==> config.mk <==
export PLATFORM = sky130hd
export DESIGN_NAME = ledControl
export DESIGN_NICKNAME = d
export VERILOG_FILES = /design/src/hdl/debugPkg.sv /design/src/hdl/ledControl.sv
export SDC_FILE = /design/constraint.sdc
export NUM_CORES = 1
export LEC_CHECK = 0
export BUFFER_PORTS_ARGS = -buffer_cell sky130_fd_sc_hd__buf_4
export CELL_PAD_IN_SITES_DETAIL_PLACEMENT = 2
export CELL_PAD_IN_SITES_GLOBAL_PLACEMENT = 2
export CORE_MARGIN = 5
export CORE_UTILIZATION = 28
export DETAILED_ROUTE_END_ITERATION = 6
export HOLD_SLACK_MARGIN = 0.03
export PLACE_DENSITY_LB_ADDON = 0.1
export SLEW_MARGIN = 10
export SYNTH_ARGS = -nofsm -noshare
export SYNTH_HDL_FRONTEND = slang
export SYNTH_SLANG_ARGS = --single-unit
==> constraint.sdc <==
create_clock -name clk -period 1.9 [get_ports clk]
set_input_delay 0 -clock clk [delete_from_list [all_inputs] [get_ports clk]]
set_output_delay 0 -clock clk [all_outputs]
set_load 0.03 [all_outputs]
==> src/hdl/debugPkg.sv <==
package debugPkg;

    // ====================
    // Link types
    // ====================

    // One byte on the serial link or in a FIFO
    typedef logic [7:0] byteT;

    // Payload bytes still to send, zero when idle
    typedef logic [7:0] msgLenT;

    // Unit field of a command, bits 6..4
    typedef logic [2:0] unitT;

    localparam unitT UnitLed     = 3'd0;
    localparam unitT UnitLogPush = 3'd2;
    localparam unitT UnitLogRead = 3'd3;

    // ====================
    // Peer units
    // ====================

    localparam int NumPeers = 2;

    // Slot of each peer in the command and response vectors
    localparam int LedPeer = 0;
    localparam int LogPeer = 1;

    // Response offered by a peer, data is the byte at the head
    typedef struct packed {
        msgLenT len;
        byteT   data;
    } respT;

endpackage
==> src/hdl/ledControl.sv <==
`timescale 1ns/100ps

module ledControl (
    input  logic           clk,
    input  logic           arstN,
    input  logic           cmdValid,
    input  debugPkg::byteT cmd,
    output logic           busy,
    output debugPkg::respT resp,
    input  logic           byteTaken,
    output logic           led
);
    debugPkg::msgLenT respLen;
    debugPkg::byteT   echo;

    always_ff @(posedge clk or negedge arstN) begin
        if (!arstN) begin
            led     <= 1'b0;
            respLen <= '0;
        end else if (cmdValid) begin
            // 0x80 clears, 0x81 sets
            led     <= cmd[0];
            respLen <= debugPkg::msgLenT'(1);
        end else if (byteTaken && respLen != '0) begin
            respLen <= respLen - 1'b1;
        end
    end

    always_ff @(posedge clk) begin
        if (cmdValid) begin
            echo <= cmd;
        end
    end

    assign busy = respLen != '0;
    assign resp = '{len: respLen, data: echo};

endmodule

==> results <==
- The vias per cell is 4.82.
- The number of antenna cells inserted is 0.
- The die area is around 3700 um2.
- The worst stage delay on the critical path is between 400 and 500 ps.
- The total of endpoints with negative setup slack in the final report is 0.
- The number of nets with antenna violations after routing is 0.
- The initial antenna violation count is 0.
- The design draws between 0.9 and 1 mW.
- Power spread over the standard cell area amounts to 842 nW/um2.
- After clock tree synthesis, the clock-pin slew on the worst setup and hold paths is ~110 ps.
- Of the available clock period, the critical path in the final layout requires 92.7%.
- Synthesis handed over a netlist of 57 instances.
- Entering global routing, the biggest net connects 20 pins.
- The sum of net half-perimeters after detailed placement is 1430 um.
- In the final timing run, aggregate negative setup slack is 0 ps.
- The root buffer cell chosen for the clock tree is sky130_fd_sc_hd__clkbuf_4.
- The number of nets in the finished design is between 100 and 150.
- Once the floorplan was initialized, standard cells occupied 29.3% of the core.
- The average instance in the mapped netlist occupies 12.8 um2.
- The core region is 2480 um2.
- After synthesis the cells add up to 727 um2.
- The slowest stage of the critical path belongs to the cell sky130_fd_sc_hd__dfrtp_1.
- The final weighted congestion of routability-driven global placement is 0.696.
- The floorplan has 18 rows.
- The headroom to the max-slew limit is 72.8%.
- The combined global-route utilization of all metal layers is roughly 12%.
- The kind of critical path is flip-flop to primary output.
- The min-delay analysis places its worst path in the category input port to async pin.
- The number of global-route vias before repair was roughly 700.
- The routed design could run at a clock period as short as ~1800 ps.
- The depth of the CTS H-tree is 1.
- The count of final max-slew check failures came to 0.
- The number of clock sinks is 17.
- The worst setup path is captured at a primary output.
- The synthesized netlist contains 25 unique library cells.
- The net count after synthesis is 70.
- After synthesis the netlist holds a flip-flop and latch count of 17.
- Setup repair after global routing left no endpoint under its margin.
- Derived from the worst setup path, the maximum achievable clock frequency is 568 MHz.
- The static leakage is ~0.50 nW.
- IR analysis of the VDD net gives a maximum drop of between 400 and 500 uV.
- The element type at the critical path start is a flip-flop.
- The layout-stage area growth over the synthesis result is 55.2%.
- The worst-skew pair later-pin latency is ~300 ps.
- In the final routed layout, each cell accounts on average for approximately 16 um.
- The library cells used most frequently in the layout, excluding fill and tap cells, are 30 x sky130_fd_sc_hd__buf_4, 11 x sky130_fd_sc_hd__dlygate4sd3_1, 9 x sky130_fd_sc_hd__dfrtp_1.
- Cells with a size suffix above 1 make up 39.6% of the layout.
- The number of top-level design ports is 30.
- The final routed DRC violation total is 0.
- At the pin with the least slew margin, the transition time is roughly 410 ps.
- Yosys printed 0 warnings.
- The first global-routing pass estimated 3310 um of wire.
- Global routing finished with a remaining overflow of 0.
- The worst path buffer plus inverter count is 2.
- The flow ran to the end, and the final reports show no timing, DRC or antenna violations.
- Leaving out fill and tap cells, the most frequent cell in the layout is sky130_fd_sc_hd__buf_4.
- For this block, the routed nets add up to roughly 2000 um of wire.
- The clock passes through at most 2 buffers.
- The TritonCTS clock tree is built.
- The final-layout fill cell count is 268.
- The worst-path maximum fanout is 6.
- The iteration count of the initial detailed-routing pass is 4.
- The required arrival time at the worst endpoint is 1900 ps.
- The data arrival time of the critical path is ~1800 ps.
- From bottom edge to top edge, the die measures ~61 um.
- Traced cell by cell, the critical path runs through inv_1 -> ha_1 -> nor3b_2 -> nand2_1 -> buf_4.
- The number of maximum-capacitance violations is 0.
- The count of vias placed by the detailed router is 631.
- The number of hold violations in the final report is 0.
- The count of port buffers added during placement is 29.
- Clock skew on the completed layout was measured at 4.33 ps.
- Of the synthesized area, sequential elements account for between 60% and 70%.
- The number of buffers created by CTS is 3.
- The die boundary width is 61.0 um.
- For this block, the initial DRC count from the detailed router was 6.
- Broken down by cell family, the worst path's largest delay share belongs to simple AND/OR/NAND/NOR gates.
- Gates resized during post-CTS repair numbered 0.
## worst paths after layout
kind                       startpoint    endpoint  slack, ps  cells after the start
setup / recovery           respLen[0]        busy        140                      5
hold / removal                  arstN  respLen[5]         50                      2
setup reg to reg           respLen[2]  respLen[7]        140                      3
hold reg to reg                   led         led        520                      1
max in group asynchronous       arstN         led       1710                      2
min in group clk               cmd[7]     echo[7]        420                      2
## routing by layer
metal  track usage, %  wire (um)
met2             19.8       1030
met5                0          0
met1             15.1        864
met3             3.19        118
met4             6.50         31
## area by class of cell
| class | instances | area, um2 | area share [%] |
|---|---|---|---|
| Multi-Input combinational cell | 35 | 248 | 22.0 |
| Tap cell | 30 | 37.5 | 3.33 |
| Clock buffer | 3 | 22.5 | 2.00 |
| Clock inverter | 1 | 5.00 | 0.443 |
| Inverter | 4 | 15.0 | 1.33 |
| Timing Repair Buffer | 41 | 335 | 29.7 |
| Sequential cell | 17 | 465 | 41.2 |
## power breakdown
| group | internal [mW] | total, mW | leakage, nW | switching [mW] |
|---|---|---|---|---|
| Sequential | 0.420 | 0.448 | 0.196 | 0.0284 |
| Clock | 0.0784 | 0.201 | 0.0177 | 0.123 |
| Combinational | 0.134 | 0.301 | 0.288 | 0.167 |
## sequential cells by signal, indices dropped and copies added, names as in the netlist
name     count
echo         8
led          1
respLen      8
## per-stage QoR
stage | cells | worst slack (ps) | hold slack (ps) | cell area [um2] | utilization, %
after global routing | 131 | 37.9 | 46.3 | 1130 | 45.6
final | 131 | 139 | 48.1 | 1130 | 45.6
after global placement | 116 | 210 | -164 | 991 | 40.0
after detailed placement | 116 | 167 | -164 | 991 | 40.0
after floorplan | 57 | 113 | -296 | 732 | -
after CTS | 131 | 106 | 33.7 | 1130 | 45.6
## synthesized netlist by cell type, drive strengths merged
cell    number  share of area, %
dfrtp        9                31
edfxtp       8                33
a21oi        5               3.4
inv          4               2.1
nor2         4               2.1
nand2        3               1.5
or4          3               3.6
a211o        2               2.4
mux2         2               3.1
o21ai        2               1.4
o31ai        2               2.1
a211oi       1               1.0
a21bo        1               1.4
a221oi       1               1.2
and2         1              0.86
clkbuf       1              0.52
ha           1               1.7
mux2i        1               1.4
nor2b        1              0.86
nor3b        1               1.0
nor4         1              0.86
or3          1              0.86
or3b         1               1.2
or4b         1               1.4
## worst reg2reg max path: stages, from the launching register on
cell,delay (ps)
sky130_fd_sc_hd__dfrtp_1,480
sky130_fd_sc_hd__or4_4,560
sky130_fd_sc_hd__or4b_1,520
sky130_fd_sc_hd__a21oi_1,130
## kinds of logic (layout without fill, tap and decap cells)
logic type	count (synthesis)	in the layout	synth area share, %
AOI/OAI and AO/OA	14	14	12.9
adders and majority gates	1	1	1.72
DFF	17	17	64.0
buffers and inverters	5	49	2.58
muxes	3	3	4.47
and+or+nand+nor	17	17	14.3
## repair_timing
action | CTS | global route
setup buffers | 0 | 0
endpoints found under the hold margin | 24 | 0
endpoints found under the setup margin | 0 | 0
hold buffers | 11 | 0
No activity file was read; power rests on OpenSTA's default activity.
