--- src/hdl/debugPkg.sv ---
package debugPkg;

    // ====================
    // Link types
    // ====================

    // One byte on the serial link or in a FIFO
    typedef logic [7:0] byteT;

    // Payload bytes still to send, zero when idle
    typedef logic [7:0] msgLenT;

    // Unit field of a command, bits 6..4
    typedef logic [2:0] unitT;

    localparam unitT UnitLed     = 3'd0;
    localparam unitT UnitLogPush = 3'd2;
    localparam unitT UnitLogRead = 3'd3;

    // ====================
    // Peer units
    // ====================

    localparam int NumPeers = 2;

    // Slot of each peer in the command and response vectors
    localparam int LedPeer = 0;
    localparam int LogPeer = 1;

    // Response offered by a peer, data is the byte at the head
    typedef struct packed {
        msgLenT len;
        byteT   data;
    } respT;

endpackage
--- src/hdl/debugSerial.sv ---
`timescale 1ns/100ps

module debugSerial (
    input  logic           debugClk,
    input  logic           arstN,
    input  logic           debugCs,
    input  logic           debugDi,
    output logic           debugDo,
    output logic           inWrEn,
    output debugPkg::byteT inWrData,
    input  logic           inNotFull,
    output logic           outRdEn,
    input  debugPkg::byteT outRdData,
    input  logic           outNotEmpty
);
    // Bit position within the current output byte
    typedef logic [2:0] bitIdxT;

    debugPkg::byteT inShift;
    debugPkg::byteT outShift;
    bitIdxT         bitCnt;
    logic           byteDone;
    logic           byteStart;

    // ====================
    // Host to FIFO
    // ====================

    // A byte is framed once its leading one reaches the MSB
    assign byteDone = inShift[7];

    // Dropped when the inbound FIFO has no room
    assign inWrEn   = byteDone && inNotFull;
    assign inWrData = inShift;

    always_ff @(posedge debugClk or negedge arstN) begin
        if (!arstN) begin
            inShift <= '0;
        end else if (!debugCs) begin
            inShift <= '0;
        end else if (byteDone) begin
            // Next byte starts with the bit sampled on this edge
            inShift <= {7'b0, debugDi};
        end else begin
            inShift <= {inShift[6:0], debugDi};
        end
    end

    // ====================
    // FIFO to host
    // ====================
    assign byteStart = debugCs && (bitCnt == '0);
    assign outRdEn   = byteStart && outNotEmpty;
    assign debugDo   = outShift[7];

    always_ff @(posedge debugClk or negedge arstN) begin
        if (!arstN) begin
            bitCnt   <= '0;
            outShift <= '0;
        end else if (!debugCs) begin
            // Realign to byte 0 on the next select
            bitCnt   <= '0;
            outShift <= '0;
        end else begin
            bitCnt <= bitCnt + 1'b1;
            if (byteStart) begin
                outShift <= outNotEmpty ? outRdData : '0;
            end else begin
                outShift <= {outShift[6:0], 1'b0};
            end
        end
    end

endmodule

--- config.mk ---
export PLATFORM = sky130hd
export DESIGN_NAME = debugSerial
export DESIGN_NICKNAME = d
export VERILOG_FILES = /design/src/hdl/debugPkg.sv /design/src/hdl/debugSerial.sv
export SDC_FILE = /design/constraint.sdc
export NUM_CORES = 1
export LEC_CHECK = 0
export BUFFER_PORTS_ARGS = -buffer_cell sky130_fd_sc_hd__buf_2
export CAP_MARGIN = 20
export CORE_MARGIN = 5
export CORE_UTILIZATION = 47
export CTS_BUF_LIST = sky130_fd_sc_hd__clkbuf_16
export DETAILED_ROUTE_END_ITERATION = 7
export PLACE_DENSITY = 0.75
export SLEW_MARGIN = 20
export SYNTH_ARGS = -nofsm -noshare
export SYNTH_HDL_FRONTEND = slang
export SYNTH_SLANG_ARGS = --single-unit
--- constraint.sdc ---
create_clock -name debugClk -period 1.37 [get_ports debugClk]
set_input_delay 0.137 -clock debugClk [delete_from_list [all_inputs] [get_ports debugClk]]
set_output_delay 0.137 -clock debugClk [all_outputs]
set_load 0.02 [all_outputs]
==> metrics.txt, run 1 <==
share of the synthesized area in the top cell type=between 60% and 70%; ranking of synthesized cells by area=dfrtp_1 (62%), and2_1 (9.0%), a21boi_0 (5.9%), nand3_1 (4.6%), nand2_1 (3.4%); crit path max fanout=2; share of post-route cells with drive strength above 1=39.4%; final setup margin=-0.0345 ns; GR Util All Layers=13.9%; Fin Hold WS=just over 0.1 ns; final slew viol count=0; Seq/Total Area, Yosys=approximately three fifths; Power Density=about 1300 nW/um^2; maximum vdd drop=1.15 mV; antenna viol nets, final=0; drt first-iter violations=5; total gr overflow=0; Synth Area per Inst=11.8 um^2; clock sinks=19; largest net degree at the start of global routing=20; Hold Vio Cnt, Final=0; Synth Cell Area=767 um^2; die width=50.4 um; RSZ-0062 raised after global routing=yes; Synth cell types=16; maximum clock rate=712 MHz; Final min period=1.40 ns; Pre-antenna DRT Iters=3; Worst Tran Pin Value=0.408 ns; die area=2540 um^2; Remaining DRCs=0; Starting Density=between 50% and 60%; vias per cell=4.89; Final Power=1.34 mW; clock buffer depth=2; Mapped Cells=65; Routed WL per cell=13.6 um; via count=538; Clock transition at path regs=0.06 ns; vias in the first global route=approximately 580; hpwl dp=992 um; setup violators final=1; Synth-to-Final Area Change=33.6%; first-pass GRT wire length=2660 um; final wirelength=1490 um; CTS tree=built; critical path capture point type=primary output; ys flop type=dfrtp_1; Ports=25; Tcrit/Tclk final=103%; most numerous cell in the Yosys netlist=dfrtp_1; Min-Delay Path Class=primary input to flop; Max-Cap Viols=0; antenna violations before repair=0; gp weighted congestion=0.737; cts bufs inserted=3; register bit total from synthesis=19; Synth warnings=0; height of the chip=50.4 um; final net count=111; area leader, netlist=dfrtp_1; crit start category=flop; root buf cell=clkbuf_16; run status=complete, but fails checks; post-synth net total=81; Post-synth ARST share=100%; worst path arrival time=1.27 ns; Post-synth EDFFs=0; core area=roughly 1500 um^2; Slew HR=72.8%; H-tree level count=1; failing checks=setup timing; worst clock skew=0.00429 ns; Rows=14; Skew-Pair Late Insertion Delay=roughly 0.25 ns; Req. time, crit path=roughly 1.2 ns; fin util=between 60% and 70%; crit path kind=flop to primary output; PortBufs=24; n_diodes=0; P_leak=roughly 0.55 nW; leading cell types by count after synthesis=dfrtp_1 (19), and2_1 (11), nand2_1 (7), nand3_1 (7), a21boi_0 (6)
==> where the power goes <==
| group | internal, mW | total (mW) | switching, mW | leakage [nW] |
|---|---|---|---|---|
| Sequential | 0.585 | 0.596 | 0.0112 | 0.258 |
| Clock | 0.391 | 0.592 | 0.201 | 0.0409 |
| Combinational | 0.0718 | 0.151 | 0.0789 | 0.248 |
==> state kept, by name, summed over array words and instances, names as in the netlist <==
register,flops
outShift,8
bitCnt,3
inWrData,8
==> critical path: stages (launching register included) <==
cell and delay, ns:
dfrtp_1 0.39, inv_2 0.07, ha_4 0.12, nor2b_4 0.13
and3_4 0.19, buf_6 0.11
==> cells in the final DEF, fill, tap and decap left out, types with 2 or more instances in the layout <==
| master | count |
|---|---|
| clkbuf_16 | 3 |
| nand2_1 | 7 |
| a21boi_0 | 6 |
| buf_2 | 23 |
| nand3_1 | 7 |
| nor2b_1 | 2 |
| inv_2 | 2 |
| dfrtp_1 | 19 |
| buf_4 | 3 |
| and2_1 | 11 |
==> path summary, 6_finish.rpt <==
path                             start  cells past startpoint          end  slack, ns
max reg2reg                  bitCnt[1]                      5  outShift[1]       0.15
min reg2reg                inWrData[1]                      1  inWrData[2]       0.47
max in group asynchronous        arstN                      2  outShift[1]       0.72
max                          bitCnt[1]                      5      outRdEn      -0.03
min                            debugDi                      2  inWrData[0]       0.10
min in group asynchronous        arstN                      2    bitCnt[1]       0.35
==> metal layers <==
| metal | GRT usage (%) | vias to the layer above | share of wire [%] | routed length, um |
|---|---|---|---|---|
| li1 | - | 268 | - | - |
| met5 | 0 | - | 0 | 0 |
| met4 | 7.66 | 0 | 1.3 | 19 |
| met2 | 22.6 | 11 | 52 | 778 |
| met3 | 3.55 | 2 | 5.8 | 87 |
| met1 | 16.6 | 257 | 41 | 608 |
==> per-stage QoR <==
stage          setup slack [ns]  instance area, um^2  cells  TNS (ns)
2_1_floorplan            0.0754                  767     65         0
3_3_place_gp              0.166                  896    103         0
3_5_place_dp              0.126                  896    103         0
4_1_cts                 -0.0597                 1000    109   -0.0597
5_1_grt                 -0.0971                 1020    110   -0.0971
6_report                -0.0345                 1020    110   -0.0345
==> cells by family after synthesis <==
kind of cell / Yosys count / share of synthesized area, %
AO/OA/AOI/OAI: 7 / 6.85
XOR/XNOR: 1 / 1.14
adder cells (fa/ha/maj): 2 / 3.26
buffers and inverters: 5 / 3.43
flip-flops: 19 / 62.0
AND/OR/NAND/NOR: 31 / 23.3
==> repair_timing <==
action | in CTS | in global routing
resized for setup | 3 | 4
gates cloned | 0 | 0
setup endpoints to repair | 1 | 5
hold buffers | 1 | 0
pin swaps | 0 | 1
buffers inserted | 1 | 1
hold endpoints to repair | 19 | 0
==> final cells by class <==
cell class,count,area (um^2)
inverter,2,7.51
timing repair buffer,28,159
fill,115,499
tap,16,20.0
clock buffer,3,75.1
multi-input combinational,41,283
clock inverter,1,5.00
sequential,19,475
(Power assumes the default switching activity.)
==> run 2, diff against run 1 <==
Settings changed: BUFFER_PORTS_ARGS -buffer_cell sky130_fd_sc_hd__buf_2 to not set, CORE_UTILIZATION 47 to 48, DONT_BUFFER_PORTS set to 1, GPL_TIMING_DRIVEN set to 1, PLACE_DENSITY 0.75 to not set.
==> run 2 against run 1 <==
  * First-iteration DRC count shrank 60%
  * Combinational power shrank 32%
  * Final cell count shrank 22%
  * Wire length shrank 16%
  * The flow now finishes without violations
  * Count of clock-buffer cells in the layout is the same
  * Critical path depth shrank 1
  * Critical path type unchanged
  * Design area shrank 14%
  * Critical endpoint unchanged
  * Non-clock buffer count shrank 24
  * Sequential share of layout area grew 7.3 points
==> metrics.txt, run 2 (synthesis gave the netlist of run 1 again) <==
run status=complete, no violations (was complete, but fails checks); fill cell count=127 (was 115); antenna violations before repair=0 (unchanged); die width=50.0 um (was 50.4 um); Pre-antenna DRT Iters=3 (unchanged); Remaining DRCs=0 (unchanged); Req. time, crit path=1.23 ns (about the same); Synth-to-Final Area Change=15.5% (was 33.6%); crit start category=flop (unchanged); Tcrit/Tclk final=98.8% (was 103%); FF-to-FF setup slack=0.14 ns (was 0.15 ns); share of post-route cells with drive strength above 1=14.3% (was 39.4%); Multi-input gate area=270 um^2 (was 283 um^2); FF-to-FF path depth=6 (was 5); CTS tree=built (unchanged); drt first-iter violations=2 (was 5); Hold Vio Cnt, Final=0 (unchanged); worst path arrival time=1.22 ns (was 1.27 ns); gp weighted congestion=0.665 (was 0.737); Sum Neg Setup Slack=0 ns (was -0.0345 ns); H-tree level count=1 (unchanged); height of the chip=50.0 um (was 50.4 um); crit path kind=flop to primary output (unchanged); Min-Delay Path Class=primary input to flop (unchanged); Post-DP Area=783 um^2 (was 896 um^2); n_diodes=0 (unchanged); vias in the first global route=502 (was 584); final net count=87 (was 111); Ports=25 (unchanged); PortBufs=0 (was 24); most common cell after layout, fill and taps aside=dfrtp_1 (was buf_2); maximum clock rate=739 MHz (was 712 MHz); Starting Density=50.9% (was 50.3%); final slew viol count=0 (unchanged); hpwl dp=905 um (was 992 um); WHS Endpoint=inWrData[0] (unchanged); Worst Tran Pin Value=0.811 ns (was 0.408 ns); setup violators final=0 (was 1); GR Util All Layers=11.6% (was 13.9%); core area=1510 um^2 (was 1520 um^2); first-pass GRT wire length=2280 um (was 2660 um); Power Density=1460 nW/um^2 (was 1310 nW/um^2); Slew HR=45.7% (was 72.8%); r2r endpoint=outShift[5] (was outShift[1]); vias per cell=5.12 (was 4.89); fin util=58.8% (was 67.2%); crit path max fanout=3 (was 2); clock buffer depth=2 (unchanged); critical path capture point type=primary output (unchanged); total gr overflow=0 (unchanged); maximum vdd drop=0.672 mV (was 1.15 mV); Final Power=1.30 mW (was 1.34 mW); Design Area, Final=886 um^2 (was 1020 um^2); start point of the worst hold path=debugCs (was debugDi); via count=440 (was 538); Routed WL per cell=14.6 um (was 13.6 um); final wirelength=1260 um (was 1490 um); Final min period=1.35 ns (was 1.40 ns); largest net degree at the start of global routing=20 (unchanged); Max-Cap Viols=0 (unchanged); Fin Hold WS=0.0208 ns (was 0.101 ns); most frequent cells in the layout=dfrtp_1 (19), and2_1 (11), nand2_1 (7), nand3_1 (7), a21boi_0 (6) (was buf_2 (23), dfrtp_1 (19), and2_1 (11)); antenna viol nets, final=0 (unchanged); clock sinks=19 (unchanged); cts bufs inserted=3 (unchanged); r2r startpoint=bitCnt[1] (unchanged); worst clock skew=0.00149 ns (was 0.00429 ns); Skew-Pair Late Insertion Delay=0.25 ns (about the same); die area=2500 um^2 (was 2540 um^2); Rows=14 (unchanged); area taken by flip-flops and latches=475 um^2 (unchanged); Hold Crit Depth=1 (was 2); Clock transition at path regs=0.05 ns (was 0.06 ns); RSZ-0062 raised after global routing=yes (unchanged); P_leak=0.436 nW (was 0.547 nW); root buf cell=clkbuf_16 (unchanged)
run 2: changes by cell type in the layout (fill, tap and decap cells not counted), sizes merged:
| cell | previous run | this run |
|---|---|---|
| buf | 27 | 3 |
run 2: through the flow:
step | worst slack, ns | cells
5_1_grt | -0.0408 | 86
3_3_place_gp | 0.122 | 80
4_1_cts | 0.0135 | 86
2_1_floorplan | 0.0754 | 65
3_5_place_dp | 0.0781 | 80
6_report | 0.0159 | 86
run 2: cell type report:
cell class,count,share of cell area (%)
multi-input cells,41,30.5
clock inverters,1,0.565
flip-flops and latches,19,53.7
well taps,16,2.26
repair buffers,4,3.67
inverters,2,0.847
clock buffers,3,8.47
run 2: worst max-delay path: stages (launching register included):
cell and delay [ns]:
dfrtp_1 0.38, inv_1 0.06, ha_1 0.15, nor2b_4 0.16, and3_4 0.23
run 2: routing by layer:
metal / global-route usage [%] / wire length [um] / up-vias
met5: 0 / 0 / -
li1: - / - / 215
met3: 4.82 / 123 / 0
met4: 3.93 / 0 / 0
met1: 15.5 / 567 / 209
met2: 16.7 / 564 / 16
run 2: report_power, final:
group,switching [mW],internal [mW],total (mW)
registers,0.0188,0.585,0.604
logic,0.0525,0.0496,0.102
clock network,0.199,0.391,0.590
run 2: timing repair:
item | in CTS | in global routing
setup endpoints to repair | 1 | 1
pin swaps | 1 | 0
setup buffers | 1 | 0
resized for setup | 1 | 0
endpoints found under the hold margin | 19 | 0
hold buffers | 1 | 0
run 2: worst max path at each step:
stage | startpoint | end | slack (ns)
floorplan | bitCnt[0] | outShift[0] | 0.08
global placement | bitCnt[0] | outShift[5] | 0.12
detailed placement | bitCnt[0] | outShift[5] | 0.08
CTS | bitCnt[1] | outRdEn | 0.01
global route | bitCnt[0] | outRdEn | -0.04
finish | bitCnt[1] | outRdEn | 0.02
