**src/hdl/debugPkg.sv**
```systemverilog
package debugPkg;

    // ====================
    // Link types
    // ====================

    // One byte on the serial link or in a FIFO
    typedef logic [7:0] byteT;

    // Payload bytes still to send, zero when idle
    typedef logic [7:0] msgLenT;

    // Unit field of a command, bits 6..4
    typedef logic [2:0] unitT;

    localparam unitT UnitLed     = 3'd0;
    localparam unitT UnitLogPush = 3'd2;
    localparam unitT UnitLogRead = 3'd3;

    // ====================
    // Peer units
    // ====================

    localparam int NumPeers = 2;

    // Slot of each peer in the command and response vectors
    localparam int LedPeer = 0;
    localparam int LogPeer = 1;

    // Response offered by a peer, data is the byte at the head
    typedef struct packed {
        msgLenT len;
        byteT   data;
    } respT;

endpackage
```
**src/hdl/debugBridge.sv**
```systemverilog
`timescale 1ns/100ps

module debugBridge (
    input  logic                            clk,
    input  logic                            arstN,
    output logic                            inRdEn,
    input  debugPkg::byteT                  inRdData,
    input  logic                            inNotEmpty,
    output debugPkg::byteT                  cmd,
    output logic [debugPkg::NumPeers-1:0]   cmdValid,
    input  logic [debugPkg::NumPeers-1:0]   peerBusy,
    input  debugPkg::respT                  resp,
    output logic                            byteTaken,
    output logic                            outWrEn,
    output debugPkg::byteT                  outWrData,
    input  logic                            outNotFull
);
    typedef enum logic [1:0] {
        StIdle,
        StSendLen,
        StSendData
    } stateT;

    stateT                          state;
    stateT                          stateNext;
    debugPkg::unitT                 unit;
    logic [debugPkg::NumPeers-1:0]  target;

    // ====================
    // Command dispatch
    // ====================
    assign unit = inRdData[6:4];

    // One-hot peer select, all zero for an unknown unit
    always_comb begin
        target = '0;
        case (unit)
            debugPkg::UnitLed: begin
                target[debugPkg::LedPeer] = 1'b1;
            end
            debugPkg::UnitLogPush, debugPkg::UnitLogRead: begin
                target[debugPkg::LogPeer] = 1'b1;
            end
            default: begin
                target = '0;
            end
        endcase
    end

    // Unknown units pop straight through and vanish
    assign inRdEn   = inNotEmpty && !(|(target & peerBusy));
    assign cmdValid = inRdEn ? target : '0;
    assign cmd      = inRdData;

    // ====================
    // Message writer
    // ====================
    always_comb begin
        stateNext = state;
        outWrEn   = 1'b0;
        outWrData = resp.data;
        byteTaken = 1'b0;
        case (state)
            StIdle: begin
                if (resp.len != '0) begin
                    stateNext = StSendLen;
                end
            end
            StSendLen: begin
                outWrEn   = outNotFull;
                outWrData = debugPkg::byteT'(resp.len);
                if (outNotFull) begin
                    stateNext = StSendData;
                end
            end
            StSendData: begin
                outWrEn   = outNotFull;
                byteTaken = outNotFull;
                if (outNotFull && resp.len == debugPkg::msgLenT'(1)) begin
                    stateNext = StIdle;
                end
            end
            default: begin
                stateNext = StIdle;
            end
        endcase
    end

    always_ff @(posedge clk or negedge arstN) begin
        if (!arstN) begin
            state <= StIdle;
        end else begin
            state <= stateNext;
        end
    end

endmodule

```
**config.mk**
```make
export PLATFORM = sky130hd
export DESIGN_NAME = debugBridge
export DESIGN_NICKNAME = d
export VERILOG_FILES = /design/src/hdl/debugPkg.sv /design/src/hdl/debugBridge.sv
export SDC_FILE = /design/constraint.sdc
export NUM_CORES = 1
export LEC_CHECK = 0
export BUFFER_PORTS_ARGS = -buffer_cell sky130_fd_sc_hd__buf_2
export CORE_AREA = 5 5 42 44
export CTS_CLUSTER_DIAMETER = 40
export DETAILED_ROUTE_END_ITERATION = 7
export DIE_AREA = 0 0 47 49
export HOLD_SLACK_MARGIN = 0.05
export PLACE_DENSITY = 0.83
export SLEW_MARGIN = 10
export SYNTH_ARGS = -nofsm -noshare
export SYNTH_HDL_FRONTEND = slang
export SYNTH_SLANG_ARGS = --single-unit
```
**constraint.sdc**
```tcl
create_clock -name clk -period 4.9 [get_ports clk]
set_input_delay 0.245 -clock clk [delete_from_list [all_inputs] [get_ports clk]]
set_output_delay 0.245 -clock clk [all_outputs]
set_load 0.05 [all_outputs]
```
==> results of run 1 <==
-- per-stage QoR --
stage                     area (um2)  total power [W]
after floorplan                377.9        0.0002311
after global placement         534.3        0.0002662
after detailed placement       534.3        0.0002744
after CTS                      566.8        0.0003143
after global routing           566.8        0.0003337
final                          566.8        0.0003094
-- placed cells by master, fill, tap and decap left out --
cell type	count
a221o_1	1
a22oi_1	1
and2_1	2
and4b_1	1
buf_2	40
clkbuf_4	3
dfrtp_1	2
dlygate4sd3_1	1
ha_1	4
inv_1	4
mux2_1	2
mux2_2	8
nand4_1	1
nor2_1	1
nor3_1	1
nor3b_1	1
nor4_1	1
nor4_2	1
o21ai_0	1
-- synth_stat cells --
library cell	n
nor4_2	1
nor2_1	1
inv_1	4
buf_4	8
a221o_1	1
and4b_1	1
and2_1	2
ha_1	4
nor3_1	1
mux2_1	2
clkbuf_1	1
nand4_1	1
nor3b_1	1
o21ai_0	1
mux2_2	8
nor4_1	1
dfrtp_1	2
a22oi_1	1
-- worst register-to-register path: stages, from the launching register on --
cell,delay (ns)
dfrtp_1,0.39
inv_1,0.11
ha_1,0.39
a221o_1,0.27
mux2_1,0.34
-- layer usage --
metal / global-route usage, % / share of wire (%)
met1: 10.11 / 28
met2: 21.72 / 57
met3: 4.059 / 13
met4: 4.147 / 1.2
met5: 0 / 0
-- final cells by class --
class	instances	share of cell area, %
inverters	4	2.649
clock buffers	3	3.974
flip-flops and latches	2	8.830
multi-input cells	26	43.93
well taps	16	3.532
repair buffers	41	37.09
-- kinds of logic (layout without fill, tap and decap cells) --
kind of cell               Yosys count  count (layout)  synth area share (%)
muxes                               10              10                 29.80
AOI/OAI and AO/OA                    3               3                 5.960
buffers and inverters               13              48                 20.86
DFF                                  2               2                 13.25
and+or+nand+nor                      9               9                 16.89
adders and majority gates            4               4                 13.25
-- worst min path at each step --
stage	start	endpoint	slack [ns]	depth (start not counted)
final	arstN	state[1]	0.35	2
after global routing	arstN	state[1]	0.34	2
after CTS	arstN	state[0]	0.35	2
after detailed placement	arstN	state[0]	0.03	1
after global placement	arstN	state[0]	0.03	1
after floorplan	arstN	state[0]	-0.05	0
-- repair_timing --
item                                   4_1_cts  5_1_grt
setup endpoints to repair                    0        0
endpoints found under the hold margin        2        0
hold buffers                                 1        0
-- power breakdown --
| part | switching, W | internal [W] | leakage, nW |
|---|---|---|---|
| logic | 0.000161 | 0.0000798 | 0.280 |
| clock network | 0.00000990 | 0.0000271 | 0.0138 |
| registers | 0.00000694 | 0.0000249 | 0.0248 |
| total | 0.000178 | 0.000132 | 0.318 |
==> qor.csv, run 1 <==
metric;value;unit
Sequential Area;50.05;um2
number of H-tree levels;1;
final count of pins violating max slew;0;
Syn. warnings;0;
CP max stage delay;0.39;ns
critical path class;reg2out;
total CTS buffers;3;
Non-Filler Instances;92;
setup TNS;0;ns
pwr dens;545.9;nW/um2
worst hold slack;0.3452;ns
skew final;0.0006701;ns
CTS Sinks;2;
Worst path depth;4;
grt total ovfl;0;
drt total wl;1197;um
crit path to;outWrData[1];
Multi-input gate area;249.0;um2
Area Growth Syn to Fin;50.00;%
RSZ-0062 raised after global routing;no;
post-route worst setup slack;2.955;ns
synthesized net count;75;
DP Wirelength;1093;um
Max Freq;0.5141;GHz
outcome;finished clean;
placer's final routability congestion estimate;0.6787;
share of the synthesized area in the top cell type;23.84;%
clock tree buffer depth;2;
clock slew at the register clock pins of the worst setup and hold paths;0.03;ns
Peak VDD IR;0.0002675;V
Pleak;0.3182;nW
Worst Hold Class;in2async;
CP Max Fanout;9;
crit-path cells;inv_1, ha_1, mux2_2, buf_2;
max_cap viols;0;
CP top delay family;flip-flops;
CP max-delay cell;dfrtp_1;
crit path from;state[1];
DR iter-0 viols;0;
Routed Antenna Nets;0;
fin crit period;1.945;ns
pre-CTS setup slack;3.186;ns
Vias/cell;4.707;
worst slew pin tran;0.3741;ns
first-pass GRT wire length;1918;um
Worst Reg-to-Reg Cells;4;
CTS tree;built;
startpoint types;flop;
# IOs;51;
Worst Path Buf+Inv;2;
worst reg2reg endpoint;state[1];
Cell Rows;14;
drt wl/cell;13.01;um
Worst Setup End Kind;output pin;
share of layout cells above drive strength 1;68.42;%
overall global routing resource usage;11.41;%
Die Height;49;um
final setup fails;0;
pin count of the biggest net entering global routing;10;
Die W;47;um
n_diodes;0;
Final Cycle Share;39.70;%
IO Port Bufs;40;
worst flop-to-flop path startpoint;state[1];
Fin. Hold Viols;0;
post-synthesis cell count;41;
Starting Density;26.96;%
synth unique cells;18;
Detailed Routing Iterations Pass 1;1;
Mapped Area;377.9;um2
fillers;145;
vias;433;
Core Region;1401;um2
Slew headroom;75.06;%
largest registers;state: 2 flops;
vias in the first global route;471;
Setup Buffers After CTS;0;
Layout Nets;112;
flops & latches, synth;2;
Critical Path AT;1.70;ns
synthesized area per cell;9.216;um2
placed cell count;88;
initial antenna violation count;0;
Worst-Skew Late Latency;0.22;ns
max reg flops;2;
Area contributors post-synth;mux2_2 24%, buf_4 16%, dfrtp_1 13%;
# DRC;0;
Final Core Density;40.45;%
setup slack on the worst flop-to-flop path;3.28;ns
WP data required;4.66;ns
post-synthesis sequential area ratio;13.25;%
Most flops, register;state;
die area;2303;um2
Clock Root Buffer;clkbuf_4;
post-synth top area cell;mux2_2;
cts repair resizes;0;
No activity file was read; power rests on OpenSTA's default activity.
==> run 2: changes to the inputs <==
--- a/config.mk
+++ b/config.mk
@@ -6,12 +6,12 @@
 export NUM_CORES = 1
 export LEC_CHECK = 0
 export BUFFER_PORTS_ARGS = -buffer_cell sky130_fd_sc_hd__buf_2
-export CORE_AREA = 5 5 42 44
+export CORE_MARGIN = 5
+export CORE_UTILIZATION = 29
 export CTS_CLUSTER_DIAMETER = 40
 export DETAILED_ROUTE_END_ITERATION = 7
-export DIE_AREA = 0 0 47 49
 export HOLD_SLACK_MARGIN = 0.05
-export PLACE_DENSITY = 0.83
+export PLACE_DENSITY = 0.84
 export SLEW_MARGIN = 10
 export SYNTH_ARGS = -nofsm -noshare
 export SYNTH_HDL_FRONTEND = slang
==> constraint.sdc (replaced) <==
create_clock -name clk -period 1.8 [get_ports clk]
set_input_delay 0.09 -clock clk [delete_from_list [all_inputs] [get_ports clk]]
set_output_delay 0.09 -clock clk [all_outputs]
set_load 0.05 [all_outputs]
==> run 2 against run 1 <==
Clock power grew to 2.8 times the previous value. Combinational power grew to 2.7 times the previous value. Clock skew grew 0.0011 ns. Sequential power grew to 2.7 times the previous value. Via count grew 2.1%. Wire length shrank 7.2%. Largest power group unchanged.
==> qor.csv, run 2 (synthesized netlist as in run 1, its figures left out) <==
metric;value;unit;change
worst reg2reg endpoint;state[1];;
crit-path cells;inv_1, ha_2, mux2_2, buf_2;;
crit path from;state[1];;
Slew headroom;74.48;%;-0.58 points
total CTS buffers;3;;unchanged
critical path class;reg2out;;
CP top delay family;flip-flops;;
pin count of the biggest net entering global routing;10;;unchanged
Vias/cell;4.857;;+3.2%
CP Max Fanout;9;;unchanged
Fin. Hold Viols;0;;unchanged
drt total wl;1111;um;-7.2%
Critical Path AT;1.59;ns;-0.11 ns
Clock Root Buffer;clkbuf_4;;
WP data required;1.71;ns;-2.95 ns
commonest non-fill, non-tap cell in the layout;buf_2;;
initial antenna violation count;0;;unchanged
Worst path depth;4;;unchanged
Worst Path Buf+Inv;2;;unchanged
Core Region;1269;um2;-9.5%
n_diodes;0;;unchanged
Worst Reg-to-Reg Cells;5;;+1
grt total ovfl;0;;unchanged
share of layout cells above drive strength 1;71.05;%;+2.6 points
fillers;122;;-16%
Final Cycle Share;93.36;%;
skew final;0.001791;ns;+0.001121 ns
Worst Setup End Kind;output pin;;
Die Height;46.10;um;-5.9%
most frequent cells in the layout;40 x buf_2, 8 x mux2_2, 4 x inv_1;;
first-pass GRT wire length;1676;um;-13%
max_cap viols;0;;unchanged
RSZ-0062 raised after global routing;no;;
Area Growth Syn to Fin;51.99;%;
# DRC;0;;unchanged
IO Port Bufs;40;;unchanged
Sequential Area;50.05;um2;unchanged
Peak VDD IR;0.0008510;V;+220%
max reg flops;2;;unchanged
setup TNS;0;ns;unchanged
Most flops, register;state;;
outcome;finished clean;;
final count of pins violating max slew;0;;unchanged
CTS Sinks;2;;unchanged
clock tree buffer depth;2;;unchanged
DR iter-0 viols;2;;+2
Worst-Skew Late Latency;0.23;ns;about the same
drt wl/cell;12.21;um;-6.2%
Pleak;0.3172;nW;-0.32%
Layout Nets;112;;unchanged
Max Freq;0.5951;GHz;
startpoint types;flop;;
Die W;46.10;um;-1.9%
worst slew pin tran;0.3788;ns;+0.004640 ns
pre-CTS setup slack;0.1639;ns;-3.022 ns
CP max-delay cell;dfrtp_1;;
# IOs;51;;unchanged
placer's final routability congestion estimate;0.7232;;+6.6%
Cell Rows;13;;-1
overall global routing resource usage;11.10;%;-0.31 points
worst flop-to-flop path startpoint;state[0];;
CTS tree;built;;
Worst Hold Class;in2async;;
Setup Buffers After CTS;0;;unchanged
final setup fails;0;;unchanged
Starting Density;29.78;%;+2.8 points
DP Wirelength;968.6;um;-11%
vias in the first global route;455;;-3.4%
largest registers;state: 2 flops;;
Post-DP Area;539.3;um2;+0.94%
Final Instance Area;574.3;um2;+1.3%
setup slack on the worst flop-to-flop path;0.19;ns;-3.09 ns
clock slew at the register clock pins of the worst setup and hold paths;0.03;ns;about the same
Multi-input gate area;257.7;um2;+3.5%
die area;2125;um2;-7.7%
post-route worst setup slack;0.1195;ns;-2.835 ns
pwr dens;1479;nW/um2;+170%
CP max stage delay;0.38;ns;about the same
Routed Antenna Nets;0;;unchanged
vias;442;;+2.1%
Detailed Routing Iterations Pass 1;4;;+3
fin crit period;1.680;ns;
number of H-tree levels;1;;unchanged
-- run 2: worst max-delay path by stage --
stage	to	slack, ns
after floorplan	cmdValid[1]	0.12
after global placement	state[0]	0.25
after detailed placement	state[0]	0.16
after CTS	outWrData[0]	0.09
after global routing	outWrData[6]	0.04
final	outWrData[0]	0.12
-- run 2: power by group --
| part | internal [W] | switching (W) |
|---|---|---|
| clock network | 0.0000739 | 0.0000297 |
| registers | 0.0000678 | 0.0000189 |
| logic | 0.000220 | 0.000439 |
-- run 2: final cells by class --
| type | instances | area share [%] |
|---|---|---|
| tap | 15 | 3.268 |
| multi-input combinational | 26 | 44.88 |
| sequential | 2 | 8.715 |
| timing repair buffer | 41 | 36.60 |
| inverter | 4 | 2.614 |
| clock buffer | 3 | 3.922 |
-- run 2: per-layer routing --
layer  track usage, %  vias to the layer above  part of all wire, %
met1            10.23                      195                   32
met3            1.563                        3                   15
met5                0                        -                    0
li1                 -                      209                    -
met2            21.15                       35                   51
met4            8.523                        0                  1.7
-- run 2: repair_timing --
action | 4_1_cts | 5_1_grt
hold endpoints to repair | 2 | 0
gates resized for setup | 1 | 0
setup endpoints to repair | 8 | 0
hold buffers | 1 | 0
-- run 2: per-stage QoR --
stage,util (%),total power [W],hold slack [ns],std cells
finish,45.27,0.0008492,0.1774,91
floorplan,-,0.0006297,-0.2056,41
global placement,42.50,0.0007235,-0.1229,87
detailed placement,42.50,0.0007443,-0.1228,87
global route,45.27,0.0009094,0.1801,91
CTS,45.27,0.0008629,0.1597,91
==> run 3: changes to the inputs <==
--- a/config.mk
+++ b/config.mk
@@ -6,12 +6,16 @@
 export NUM_CORES = 1
 export LEC_CHECK = 0
 export BUFFER_PORTS_ARGS = -buffer_cell sky130_fd_sc_hd__buf_2
+export CELL_PAD_IN_SITES_DETAIL_PLACEMENT = 0
+export CELL_PAD_IN_SITES_GLOBAL_PLACEMENT = 2
+export CORE_ASPECT_RATIO = 0.8
 export CORE_MARGIN = 5
-export CORE_UTILIZATION = 29
+export CORE_UTILIZATION = 13
 export CTS_CLUSTER_DIAMETER = 40
 export DETAILED_ROUTE_END_ITERATION = 7
 export HOLD_SLACK_MARGIN = 0.05
 export PLACE_DENSITY = 0.84
+export SKIP_CTS_REPAIR_TIMING = 1
 export SLEW_MARGIN = 10
 export SYNTH_ARGS = -nofsm -noshare
 export SYNTH_HDL_FRONTEND = slang
==> run 3 against run 2 <==
Sequential cell count did not move. Largest cell class unchanged. Clock power fell by 7%. Sequential power barely moved. Critical path type unchanged. Combinational power shrank 0.9%. Count of clock-buffer cells in the layout did not move. Cell area up 5.0%. First-iteration DRC count rose to 3.5 times the previous value. Largest power group unchanged. Clock skew is 0.00095 ns lower. Setup slack worse by 0.0010 ns. Die area increased by 93%. Maximum frequency barely moved. Critical path depth unchanged.
==> qor.csv, run 3 (synthesized netlist as in run 1, its figures left out) <==
metric;value;unit;change
outcome;finished clean;;
WP data required;1.71;ns;about the same
Worst Path Buf+Inv;2;;unchanged
CP top delay family;flip-flops;;
drt wl/cell;10.24;um;-16%
clock slew at the register clock pins of the worst setup and hold paths;0.03;ns;about the same
Worst Reg-to-Reg Cells;5;;unchanged
DR iter-0 viols;7;;+5
Die W;70.28;um;+52%
Fin. Hold Viols;0;;unchanged
Critical Path AT;1.59;ns;about the same
most frequent cells in the layout;40 x buf_2, 8 x mux2_2, 4 x inv_1;;
crit-path cells;inv_1, ha_2, mux2_2, buf_2;;
Cell Rows;17;;+4
first-pass GRT wire length;1759;um;+5.0%
max reg flops;2;;unchanged
initial antenna violation count;0;;unchanged
clock tree buffer depth;2;;unchanged
die area;4091;um2;+93%
# DRC;0;;unchanged
Layout Nets;112;;unchanged
Die Height;58.22;um;+26%
worst reg2reg endpoint;state[0];;
grt total ovfl;0;;unchanged
worst slew pin tran;0.3650;ns;-0.01381 ns
drt total wl;1167;um;+5.0%
commonest non-fill, non-tap cell in the layout;buf_2;;
IO Port Bufs;40;;unchanged
Worst path depth;4;;unchanged
CTS tree;built;;
pin count of the biggest net entering global routing;10;;unchanged
pre-CTS setup slack;0.1868;ns;+0.02287 ns
CP max-delay cell;dfrtp_1;;
Worst Hold Class;in2out;;
Detailed Routing Iterations Pass 1;2;;-2
total CTS buffers;3;;unchanged
share of layout cells above drive strength 1;71.05;%;unchanged
setup slack on the worst flop-to-flop path;0.22;ns;+0.03 ns
skew final;0.0008400;ns;-0.0009514 ns
Vias/cell;3.711;;-24%
Max Freq;0.5947;GHz;about the same
Core Region;2765;um2;+120%
hold_sp;inRdData[7];;
critical path class;reg2out;;
startpoint types;flop;;
fin crit period;1.682;ns;+0.001048 ns
WL met2;609;um;+8.2%
CP max stage delay;0.39;ns;about the same
Routed Antenna Nets;0;;unchanged
Area Growth Syn to Fin;59.60;%;
post-route worst setup slack;0.1185;ns;-0.001048 ns
crit path to;outWrData[4];;
length of routed met3 wiring;146;um;-13%
final count of pins violating max slew;0;;unchanged
Peak VDD IR;0.0003996;V;-53%
placer's final routability congestion estimate;0.7525;;+4.1%
vias;423;;-4.3%
largest registers;state: 2 flops;;
final setup fails;0;;unchanged
Final Cycle Share;93.42;%;about the same
CTS Sinks;2;;unchanged
DP Wirelength;1060;um;+9.5%
# IOs;51;;unchanged
crit path from;state[1];;
CP Max Fanout;9;;unchanged
Starting Density;13.67;%;-16 points
total power;0.0008367;W;-1.5%
Slew headroom;75.41;%;+0.93 points
n_diodes;0;;unchanged
overall global routing resource usage;5.453;%;-5.6 points
vias in the first global route;442;;-2.9%
Clock Root Buffer;clkbuf_4;;
worst flop-to-flop path startpoint;state[0];;
highest metal used;met4;;
Pleak;0.3172;nW;unchanged
number of H-tree levels;1;;unchanged
wl on met1;407;um;+13%
Worst Setup End Kind;output pin;;
Final Core Density;21.81;%;-23 points
Worst-Skew Late Latency;0.22;ns;about the same
max_cap viols;0;;unchanged
RSZ-0062 raised after global routing;no;;
pwr dens;1387;nW/um2;-6.2%
Most flops, register;state;;
[run 3: cell counts in the layout (fill, tap and decap cells not counted)]
Identical to the previous run, type by type.
[run 3: worst reg2reg max path, cell delays in order (launching register included)]
cell and delay, ns:
dfrtp_1 0.37, inv_1 0.08, ha_1 0.21, and4b_1 0.17
a221o_1 0.29, mux2_1 0.32
[run 3: how the worst min path moves through the flow]
| stage | end | slack, ns | cells past startpoint |
|---|---|---|---|
| final | cmd[7] | 0.18 | 0 |
| after CTS | state[0] | -0.36 | 1 |
| after floorplan | state[0] | -0.21 | 0 |
| after global placement | state[1] | -0.12 | 1 |
| after detailed placement | state[1] | -0.12 | 1 |
| after global routing | cmd[7] | 0.18 | 0 |
[run 3: power by group]
part / internal [W] / leakage (nW) / switching, W
clock network: 0.0000733 / 0.0138 / 0.0000236
registers: 0.0000679 / 0.0248 / 0.0000191
logic: 0.000220 / 0.279 / 0.000433
[run 3: metal layers]
layer  vias to the layer above  GRT usage, %
met1                       187         4.504
li1                        208             -
met4                         0         2.732
met5                         -             0
met2                        26         10.40
met3                         2         3.120
[run 3: layout make-up]
type / count / area [um2]
fill: 323 / 2162
sequential: 2 / 50.05
multi-input combinational: 26 / 257.7
clock buffer: 3 / 22.52
inverter: 4 / 15.01
timing repair buffer: 41 / 210.2
tap: 38 / 47.55
[run 3: stage by stage]
| stage | cell area [um2] | setup TNS (ns) | std cells | hold WS (ns) |
|---|---|---|---|---|
| 3_5_place_dp | 568.0 | 0 | 110 | -0.1211 |
| 2_1_floorplan | 384.1 | 0 | 41 | -0.2056 |
| 3_3_place_gp | 568.0 | 0 | 110 | -0.1228 |
| 5_1_grt | 603.1 | 0 | 114 | 0.1801 |
| 4_1_cts | 590.6 | -0.01771 | 113 | -0.3626 |
| 6_report | 603.1 | 0 | 114 | 0.1800 |
